--- src/rtl/mouse_isa_pkg.sv ---
//////////////////////////////////////////////////////////////////////
// RV32I subset encodings shared by decoder, ALU and phase sequencer
// import with mouse_isa_pkg::* in the module header
//////////////////////////////////////////////////////////////////////

package mouse_isa_pkg;

  // base opcodes from instruction bits 6 to 2
  // bits 1:0 are ignored, always 2'b11 for 32-bit words
  typedef enum logic [4:0] {
    LOAD   = 5'b00_000,  // LW only
    OP_IMM = 5'b00_100,  // no shifts
    STORE  = 5'b01_000,  // SW only
    OP     = 5'b01_100,  // no shifts
    LUI    = 5'b01_101,
    BRANCH = 5'b11_000,
    JAL    = 5'b11_011
  } opc_t;

  //////////////////////////////////////////////////////////////////////
  // funct3 codes
  //////////////////////////////////////////////////////////////////////

  // alu group (R and I type)
  localparam logic [2:0] ADD  = 3'b000;  // SUB when alt is set on OP
  localparam logic [2:0] SLT  = 3'b010;  // signed less than
  localparam logic [2:0] SLTU = 3'b011;  // unsigned less than
  localparam logic [2:0] XOR  = 3'b100;
  localparam logic [2:0] OR   = 3'b110;
  localparam logic [2:0] AND  = 3'b111;

  // branch conditions (B type)
  localparam logic [2:0] BEQ  = 3'b000;  // equal
  localparam logic [2:0] BNE  = 3'b001;  // not equal
  localparam logic [2:0] BLT  = 3'b100;  // less, signed
  localparam logic [2:0] BGE  = 3'b101;  // greater or equal, signed
  localparam logic [2:0] BLTU = 3'b110;  // less, unsigned
  localparam logic [2:0] BGEU = 3'b111;  // greater or equal, unsigned

  //////////////////////////////////////////////////////////////////////
  // decoded instruction
  //////////////////////////////////////////////////////////////////////

  typedef struct packed {
    opc_t        opc;  // major opcode
    logic  [4:0] rd;   // destination register
    logic  [4:0] rs1;  // source register 1
    logic  [4:0] rs2;  // source register 2
    logic  [2:0] fn3;  // funct3
    logic        alt;  // instruction bit 30
    logic [31:0] imm;  // already sign-extended for the format
  } inst_t;

endpackage

--- src/rtl/mouse_bus_pkg.sv ---
//////////////////////////////////////////////////////////////////////
// shared memory bus payloads, instruction phases and address map
// import with mouse_bus_pkg::* in the module header
//////////////////////////////////////////////////////////////////////

package mouse_bus_pkg;

  // request from core to memory, held while bus_vld & ~bus_rdy
  typedef struct packed {
    logic        wen;  // write enable
    logic [31:0] adr;  // byte address, word aligned
    logic  [3:0] ben;  // byte enables, always all set here
    logic [31:0] wdt;  // write data
  } bus_req_t;

  // response from memory, valid in the transfer cycle
  typedef struct packed {
    logic [31:0] rdt;  // read data
  } bus_rsp_t;

  //////////////////////////////////////////////////////////////////////
  // phases, one bus transfer each
  //////////////////////////////////////////////////////////////////////

  typedef enum logic [2:0] {
    FETCH = 3'd0,  // instruction read at pc
    RS1   = 3'd1,  // register word rs1 read
    RS2   = 3'd2,  // register word rs2 read
    MEM   = 3'd3,  // data load or store
    WB    = 3'd4   // register word rd write
  } phase_t;

  //////////////////////////////////////////////////////////////////////
  // address map
  //////////////////////////////////////////////////////////////////////

  localparam logic [31:0] RST_ADR = 32'h0000_0000;  // first fetch
  // x0..x31 as 32 words, register n at GPR_ADR + 4n
  localparam logic [31:0] GPR_ADR = 32'h0000_0F80;

endpackage

--- src/rtl/mouse_capture.sv ---
//////////////////////////////////////////////////////////////////////
// enable-loaded buffer register, payload type given by parameter T
//////////////////////////////////////////////////////////////////////

`timescale 1ns/1ps

module mouse_capture #(
  parameter type T = logic [31:0]  // payload, inst_t or a data word
)(
  input  logic clk,
  input  logic rst,
  input  logic en,  // load strobe, one per transfer
  input  T     d,
  output T     q
);

  // holds its value between transfers
  always_ff @(posedge clk, posedge rst) begin
    if (rst) begin
      q <= '0;
    end else if (en) begin
      q <= d;  // take the bus word on the transfer edge
    end
  end

endmodule

--- src/rtl/mouse_decode.sv ---
//////////////////////////////////////////////////////////////////////
// instruction field splitter with per-format immediate generation
//////////////////////////////////////////////////////////////////////

`timescale 1ns/1ps

module mouse_decode import mouse_isa_pkg::*; (
  input  logic [31:0] word,  // fetched instruction
  output inst_t       inst
);

  opc_t        opc;
  logic [31:0] imm;

  // bits 1:0 dropped, undefined codes pass through as is
  assign opc = opc_t'(word[6:2]);

  //////////////////////////////////////////////////////////////////////
  // immediate select
  //////////////////////////////////////////////////////////////////////

  always_comb begin
    case (opc)
      STORE: begin
        imm = {{20{word[31]}}, word[31:25], word[11:7]};  // S
      end
      BRANCH: begin
        // B, bit 0 always zero
        imm = {{19{word[31]}}, word[31], word[7], word[30:25], word[11:8], 1'b0};
      end
      LUI: begin
        imm = {word[31:12], 12'd0};  // U
      end
      JAL: begin
        // J, bit 0 always zero
        imm = {{11{word[31]}}, word[31], word[19:12], word[20], word[30:21], 1'b0};
      end
      default: begin
        imm = {{20{word[31]}}, word[31:20]};  // I for OP_IMM and LOAD
      end
    endcase
  end

  // register indexes sit at fixed positions in every format
  assign inst = '{
    opc: opc,
    rd:  word[11:7],
    rs1: word[19:15],
    rs2: word[24:20],
    fn3: word[14:12],
    alt: word[30],   // SUB select
    imm: imm
  };

endmodule

--- src/rtl/mouse_pc.sv ---
//////////////////////////////////////////////////////////////////////
// program counter, loaded once at the last transfer of an instruction
//////////////////////////////////////////////////////////////////////

`timescale 1ns/1ps

module mouse_pc import mouse_bus_pkg::*; (
  input  logic        clk,
  input  logic        rst,
  input  logic        load,    // instruction done
  input  logic        jump,    // JAL or taken branch
  input  logic [31:0] imm,     // J or B offset
  output logic [31:0] pc,      // current instruction address
  output logic [31:0] pc_inc   // pc+4, also the JAL link value
);

  logic [31:0] pc_jmp;  // jump target

  // two separate adders
  assign pc_inc = pc + 32'd4;
  assign pc_jmp = pc + imm;

  always_ff @(posedge clk, posedge rst) begin
    if (rst) begin
      pc <= RST_ADR;
    end else if (load) begin
      pc <= jump ? pc_jmp : pc_inc;
    end
  end

endmodule

--- src/rtl/mouse_alu.sv ---
//////////////////////////////////////////////////////////////////////
// adder, comparator and logic unit with the branch condition
//////////////////////////////////////////////////////////////////////

`timescale 1ns/1ps

module mouse_alu import mouse_isa_pkg::*; (
  input  inst_t       inst,
  input  logic [31:0] op1,   // rs1 word
  input  logic [31:0] op2,   // immediate, rs2 word or live rs2
  output logic [31:0] res,
  output logic        take   // branch condition for fn3
);

  logic [31:0] sum;  // op1+op2
  logic [32:0] dif;  // op1-op2, msb is the borrow
  logic        ltu;  // unsigned less
  logic        lt;   // signed less
  logic        eq;

  assign sum = op1 + op2;
  assign dif = {1'b0, op1} - {1'b0, op2};

  //////////////////////////////////////////////////////////////////////
  // comparator from the subtractor
  //////////////////////////////////////////////////////////////////////

  assign ltu = dif[32];
  // signs differ so op1 sign decides, else the difference sign
  assign lt  = (op1[31] ^ op2[31]) ? op1[31] : dif[31];
  assign eq  = (dif[31:0] == 32'd0);

  // result, fn3 only matters for the alu group
  always_comb begin
    res = sum;  // addresses, ADDI
    if ((inst.opc == OP) || (inst.opc == OP_IMM)) begin
      case (inst.fn3)
        ADD:     res = ((inst.opc == OP) && inst.alt) ? dif[31:0] : sum;
        SLT:     res = {31'd0, lt};
        SLTU:    res = {31'd0, ltu};
        XOR:     res = op1 ^ op2;
        OR:      res = op1 | op2;
        AND:     res = op1 & op2;
        default: res = sum;  // shift codes not supported
      endcase
    end
  end

  always_comb begin
    case (inst.fn3)
      BEQ:     take = eq;
      BNE:     take = ~eq;
      BLT:     take = lt;
      BGE:     take = ~lt;
      BLTU:    take = ltu;
      BGEU:    take = ~ltu;
      default: take = 1'b0;
    endcase
  end

endmodule

--- src/rtl/mouse_phase_fsm.sv ---
//////////////////////////////////////////////////////////////////////
// phase sequencer, one bus transfer per phase
// forms every bus request and steers buffers, ALU and pc
//////////////////////////////////////////////////////////////////////

`timescale 1ns/1ps

module mouse_phase_fsm
  import mouse_isa_pkg::*;
  import mouse_bus_pkg::*;
(
  input  logic        clk,
  input  logic        rst,
  input  inst_t       inst,     // live decode in the fetch transfer, buffered after
  input  logic        bus_rdy,
  input  logic [31:0] rdt,      // live read data
  input  logic [31:0] rs1_q,
  input  logic [31:0] rs2_q,    // rs2 word, or load data after MEM
  input  logic [31:0] alu_res,
  input  logic        take,
  input  logic [31:0] pc,
  input  logic [31:0] pc_inc,
  output logic        bus_vld,
  output bus_req_t    bus_req,
  output logic        inst_en,
  output logic        rs1_en,
  output logic        rs2_en,
  output logic [31:0] alu_op2,
  output logic        pc_load,
  output logic        pc_jump
);

  phase_t phase;    // current phase
  phase_t nxt;      // phase after the transfer
  logic   trn;      // transfer this cycle
  logic   rd_zero;  // x0 destination, WB skipped

  // register word address from an index
  function automatic logic [31:0] gpr_adr(input logic [4:0] idx);
    return {GPR_ADR[31:7], idx, 2'b00};
  endfunction

  assign trn     = bus_vld & bus_rdy;
  assign rd_zero = (inst.rd == 5'd0);

  //////////////////////////////////////////////////////////////////////
  // next phase, FETCH means the instruction ends here
  //////////////////////////////////////////////////////////////////////

  always_comb begin
    nxt = FETCH;
    case (phase)
      FETCH: begin
        case (inst.opc)
          LUI, JAL:                        if (!rd_zero) nxt = WB;
          OP_IMM, OP, LOAD, STORE, BRANCH: nxt = RS1;
          default:                         nxt = FETCH;  // undefined, no-op
        endcase
      end
      RS1: begin
        case (inst.opc)
          OP_IMM:            if (!rd_zero) nxt = WB;
          LOAD:              nxt = MEM;
          OP, STORE, BRANCH: nxt = RS2;
          default:           nxt = FETCH;
        endcase
      end
      RS2: begin
        if (inst.opc == STORE) begin
          nxt = MEM;
        end else if ((inst.opc == OP) && !rd_zero) begin
          nxt = WB;
        end  // branch ends with the rs2 read
      end
      MEM:     if ((inst.opc == LOAD) && !rd_zero) nxt = WB;
      default: nxt = FETCH;  // WB is always last
    endcase
  end

  always_ff @(posedge clk, posedge rst) begin
    if (rst) begin
      bus_vld <= 1'b0;
      phase   <= FETCH;
    end else begin
      bus_vld <= 1'b1;  // never idles
      if (trn) begin
        phase <= nxt;
      end
    end
  end

  //////////////////////////////////////////////////////////////////////
  // buffer strobes and pc control
  //////////////////////////////////////////////////////////////////////

  assign inst_en = trn & (phase == FETCH);
  assign rs1_en  = trn & (phase == RS1);
  // rs2 buffer also keeps the load data until WB
  assign rs2_en  = trn & ((phase == RS2) | ((phase == MEM) & (inst.opc == LOAD)));
  assign pc_load = trn & (nxt == FETCH);
  assign pc_jump = (inst.opc == JAL) | ((inst.opc == BRANCH) & take);

  // ALU operand 2
  always_comb begin
    if ((phase == RS2) && (inst.opc == BRANCH)) begin
      alu_op2 = rdt;  // compare against the word on the bus
    end else if (inst.opc == OP) begin
      alu_op2 = rs2_q;
    end else begin
      alu_op2 = inst.imm;  // OP_IMM result, load/store address
    end
  end

  // bus request, steady while stalled
  always_comb begin
    bus_req.wen = 1'b0;
    bus_req.adr = pc;
    bus_req.ben = 4'hf;  // word access only
    bus_req.wdt = 32'd0;
    case (phase)
      RS1: bus_req.adr = gpr_adr(inst.rs1);
      RS2: bus_req.adr = gpr_adr(inst.rs2);
      MEM: begin
        bus_req.wen = (inst.opc == STORE);
        bus_req.adr = alu_res;  // rs1+imm
        bus_req.wdt = rs2_q;    // store data
      end
      WB: begin
        bus_req.wen = 1'b1;
        bus_req.adr = gpr_adr(inst.rd);
        case (inst.opc)
          LUI:     bus_req.wdt = inst.imm;
          JAL:     bus_req.wdt = pc_inc;  // link
          LOAD:    bus_req.wdt = rs2_q;
          default: bus_req.wdt = alu_res;
        endcase
      end
      default: bus_req.adr = pc;  // instruction fetch
    endcase
  end

endmodule

--- src/rtl/mouse_core.sv ---
//////////////////////////////////////////////////////////////////////
// processor top, registers live in memory behind the one shared bus
//////////////////////////////////////////////////////////////////////

`timescale 1ns/1ps

module mouse_core
  import mouse_isa_pkg::*;
  import mouse_bus_pkg::*;
(
  input  logic     clk,
  input  logic     rst,
  output logic     bus_vld,
  output bus_req_t bus_req,
  input  logic     bus_rdy,
  input  bus_rsp_t bus_rsp
);

  inst_t       inst_dec;  // decode of the bus word
  inst_t       inst_buf;  // buffered instruction
  inst_t       inst_cur;  // instruction seen by fsm, alu and pc
  logic [31:0] rs1_q;
  logic [31:0] rs2_q;
  logic [31:0] alu_op2;
  logic [31:0] alu_res;
  logic        take;
  logic [31:0] pc;
  logic [31:0] pc_inc;
  logic        pc_load;
  logic        pc_jump;
  logic        inst_en;
  logic        rs1_en;
  logic        rs2_en;

  mouse_decode i_decode (.word(bus_rsp.rdt), .inst(inst_dec));

  //////////////////////////////////////////////////////////////////////
  // capture buffers
  //////////////////////////////////////////////////////////////////////

  mouse_capture #(.T(inst_t)) i_inst_buf (
    .clk(clk), .rst(rst), .en(inst_en), .d(inst_dec), .q(inst_buf)
  );
  mouse_capture #(.T(logic [31:0])) i_rs1_buf (
    .clk(clk), .rst(rst), .en(rs1_en), .d(bus_rsp.rdt), .q(rs1_q)
  );
  mouse_capture #(.T(logic [31:0])) i_rs2_buf (
    .clk(clk), .rst(rst), .en(rs2_en), .d(bus_rsp.rdt), .q(rs2_q)
  );

  // live decode on the fetch transfer, so one-word instructions end there
  assign inst_cur = inst_en ? inst_dec : inst_buf;

  mouse_pc i_pc (
    .clk(clk), .rst(rst), .load(pc_load), .jump(pc_jump),
    .imm(inst_cur.imm), .pc(pc), .pc_inc(pc_inc)
  );

  mouse_alu i_alu (
    .inst(inst_cur), .op1(rs1_q), .op2(alu_op2), .res(alu_res), .take(take)
  );

  mouse_phase_fsm i_phase_fsm (
    .clk(clk), .rst(rst), .inst(inst_cur), .bus_rdy(bus_rdy),
    .rdt(bus_rsp.rdt), .rs1_q(rs1_q), .rs2_q(rs2_q), .alu_res(alu_res),
    .take(take), .pc(pc), .pc_inc(pc_inc), .bus_vld(bus_vld),
    .bus_req(bus_req), .inst_en(inst_en), .rs1_en(rs1_en), .rs2_en(rs2_en),
    .alu_op2(alu_op2), .pc_load(pc_load), .pc_jump(pc_jump)
  );

endmodule

--- config.mk ---
export PLATFORM = sky130hd
export DESIGN_NAME = mouse_core
export DESIGN_NICKNAME = d
export VERILOG_FILES = /design/src/rtl/mouse_isa_pkg.sv /design/src/rtl/mouse_bus_pkg.sv /design/src/rtl/mouse_capture.sv /design/src/rtl/mouse_decode.sv /design/src/rtl/mouse_pc.sv /design/src/rtl/mouse_alu.sv /design/src/rtl/mouse_phase_fsm.sv /design/src/rtl/mouse_core.sv
export SDC_FILE = /design/constraint.sdc
export NUM_CORES = 1
export LEC_CHECK = 0
export ABC_AREA = 1
export BUFFER_PORTS_ARGS = -buffer_cell sky130_fd_sc_hd__buf_2
export CAP_MARGIN = 20
export CORE_MARGIN = 2
export CORE_UTILIZATION = 51
export CTS_CLUSTER_DIAMETER = 40
export DETAILED_ROUTE_END_ITERATION = 7
export PLACE_DENSITY = 0.75
export SETUP_SLACK_MARGIN = 0.2
export SLEW_MARGIN = 40
export SYNTH_ARGS = -nofsm -noshare
export SYNTH_HDL_FRONTEND = slang
export SYNTH_SLANG_ARGS = --single-unit
--- constraint.sdc ---
create_clock -name clk -period 10.4 [get_ports clk]
set_input_delay 1.04 -clock clk [delete_from_list [all_inputs] [get_ports clk]]
set_output_delay 1.04 -clock clk [all_outputs]
set_load 0.01 [all_outputs]
==> reports/metrics.csv <==
stage,metric,value,unit
run_status,outcome,finished clean,
sta,setup_ws,2.06,ns
worst_setup_path,critPathTopFamily,simple AND/OR/NAND/NOR gates,
finish,drive_gt1_frac,0.0747,
synth,avgSynthCellArea,6.22,um2
cts,cts.sink_count,156,
synth,yosys-top-cells-count,"nand2_1, inv_1, o21ai_0",
finish,syn2layout_area_growth,7.37,%
cts,cts-buffers-inserted,17,
synth,synth_edf_count,0,
pwr,power.total,7.38,mW
cts,clk_path_buf_depth,2,
worst_setup_path,arrival,8.72,ns
hold_path,hold_path_class,reg2reg,
place,hpwl,56.3,mm
sta,finalMaxSlewViolations,0,
grt,grt_max_degree,94,
finish,fin_nets,2966,
grt,antenna_found_initial,0,
cts,root_buffer,clkbuf_16,
sta,setup_viol,0,
pwr,leakage,9.68,nW
detailed_routing,ant_nets,0,
synth,syn_inst,2778,
detailed_routing,wirelength,70.2,mm
grt,grt_pass1_wl,107,mm
cts,ctsResizeCount,0,
pwr,combinationalPowerShare,0.759,
worst_setup_path,required,10.78,ns
worst_setup_path,slowest_delay,0.66,ns
place,place_inst,3228,
synth,ys_warn_count,0,
synth,synth_top_area_cell,dfrtp_1,
synth,synth.most_common_cell,nand2_1,
worst_setup_path,slowest_stage,buf_4,
place,gp_congestion,1.05,
cts,cts_tree,done,
floorplanning,die_width,188,um
detailed_routing,via_per_inst,5.99,
synth,async_flop_share,1.00,
synth,ys_seq_area_frac,0.226,
pwr,peakVddDrop,0.000181,V
pwr,switching_share,0.614,
cts,clkTransAtPathRegs,0.07,ns
place,placed_area,0.0179,mm2
sta,rsz0062_at_grt,false,
grt,overflow,0,
place,port_buffers,100,
detailed_routing,route.detailed.drc,0,
worst_setup_path,start_kind,input pin,
synth,syn_area,0.0173,mm2
sta,fmax,0.120,GHz
sta,relSlewSlack,0.339,
cts,cts-hold-fix-buffers,0,
grt,grtUsageTotal,0.393,
floorplanning,start_util,0.517,
pwr,power_density,398,mW/mm2
finish,utilization,0.555,
sta,fin_skew,0.0146,ns
sta,layout_min_cycle_time,8.34,ns
synth,yosysTopAreaCellShare,0.226,
cts,htree_levels,4,
finish,fillers,3366,
floorplanning,core_area,0.0334,mm2
detailed_routing,firstDrtPassIters,7,
place,dpl_worst_slack,1.92,ns
worst_setup_path,critPathCaptureType,register,
pwr,p_clk_frac,0.088,
cts,clk_latency,0.45,ns
floorplanning,rows,67,
sta,finalHoldViolCount,0,
pwr,power.net_switching,4.53,mW
job,cap_violations,0,
detailed_routing,vias,19500,
sta,tightest_slew,0.981,ns
pwr,pwr-share-seq,0.153,
synth,synthTopCellsByArea,"dfrtp_1, nand2_1, ha_1",
worst_setup_path,timing_worst_setup_path_type,in2reg,
synth,ys_ff_latch,156,
worst_setup_path,critical_path_buf_inv_count,7,
floorplanning,die_area,0.0354,mm2
detailed_routing,drt_iter0_drc,2234,
finish,fin_area,0.0186,mm2
floorplanning,die_h,188,um
finish,antennaDiodeCount,0,
synth,ys_dominant_reg_cell,dfrtp_1,
pwr,p_int,2.85,mW
grt,grt_pass1_vias,18200,
detailed_routing,wl_per_cell,21.5,um
sta,tns,0,ns
sta,whs,0.492,ns
worst_setup_path,path_max_fanout,73,
worst_setup_path,path_common_cell,nand2_1,
floorplanning,io_pins,105,
sta,min_period_over_period,0.802,
synth,synth_cell_types,57,
cts,postCtsSetupBuffers,0,
finish,stdcell_count,3260,
==> sequential cells by signal (all words and copies together) (netlist names) <==
| register | count |
|---|---|
| i_inst_buf.q | 56 |
| i_rs1_buf.q | 32 |
| i_pc.pc | 32 |
| i_phase_fsm.phase | 3 |
| i_phase_fsm.bus_vld | 1 |
| i_rs2_buf.q | 32 |
==> worst register-to-register path, delay by kind of cell, from the launching register on <==
family	cells	cell delay (ns)
simple gates	24	3.67
fa+ha+maj	2	1.10
compound gates	5	1.21
buf+inv	6	1.65
flops	1	0.37
==> layout make-up <==
cell class	count	area (um2)	share of cell area
Tap cell	448	561	0.0302
Sequential cell	156	3900	0.210
Timing Repair Buffer	120	654	0.0353
Clock buffer	19	453	0.0244
Multi-Input combinational cell	2092	11300	0.607
Inverter	412	1550	0.0838
Clock inverter	13	158	0.00850
==> power by group through the flow <==
| stage | clock (mW) | combinational (mW) | sequential, mW |
|---|---|---|---|
| 5_1_grt | 0.679 | 6.10 | 1.16 |
| 3_3_place_gp | 0 | 5.32 | 1.11 |
| 4_1_cts | 0.655 | 5.38 | 1.11 |
| 3_5_place_dp | 0 | 5.35 | 1.12 |
| 6_report | 0.653 | 5.60 | 1.13 |
| 2_1_floorplan | 0 | 3.67 | 1.04 |
==> cell families (layout without fill, tap and decap cells) <==
kind of cell,count (synthesis),count (layout),synth area share
AOI/OAI and AO/OA,655,655,0.221
xor gates and xnor gates,80,80,0.0406
adders and majority gates,132,132,0.0973
buffers and inverters,534,564,0.125
DFF,156,156,0.226
other,1,5,0.000217
and+or+nand+nor,1220,1220,0.290
==> cells in the final DEF, fill, tap and decap left out, types with 7 or more instances in the layout <==
cell type and n:
o31ai_1 7, o21ai_0 241, dfrtp_1 156, nand2_1 780, o21ai_1 55, nor3_1 32
clkbuf_16 17, a31oi_1 9, nand3_1 182, nor2_1 165, a22oi_1 9, nand4_1 25
xor2_1 61, o211ai_1 19, ha_1 128, o2111ai_1 16, xnor2_1 19, o22ai_1 44
a211oi_1 7, inv_2 19, inv_1 390, a21oi_1 171, buf_4 19, o21a_1 10
buf_2 100, o21bai_1 7, o221ai_1 12, nand2_2 10, a221oi_1 18
==> routing by layer <==
metal  global-route usage  vias to the layer above  routed length, um
met5                    0                        -                  0
met4                0.167                        0               3330
met3               0.0734                      174               7170
met2                0.619                     1108              30800
met1                0.528                     9102              28800
li1                     -                     9128                  -
==> worst paths after layout <==
check                                          from             endpoint  slack [ns]  cells past startpoint
worst max-delay path                        bus_rdy          i_pc.pc[18]        2.06                     38
worst min-delay path               i_inst_buf.q[46]     i_inst_buf.q[46]        0.49                      2
worst max register to register  i_phase_fsm.bus_vld          i_pc.pc[18]        2.36                     37
worst min register to register     i_inst_buf.q[46]     i_inst_buf.q[46]        0.49                      2
max in group asynchronous                       rst      i_rs1_buf.q[25]        8.69                      3
min in group asynchronous                       rst  i_phase_fsm.bus_vld        0.67                      2
(Power assumes the default switching activity.)
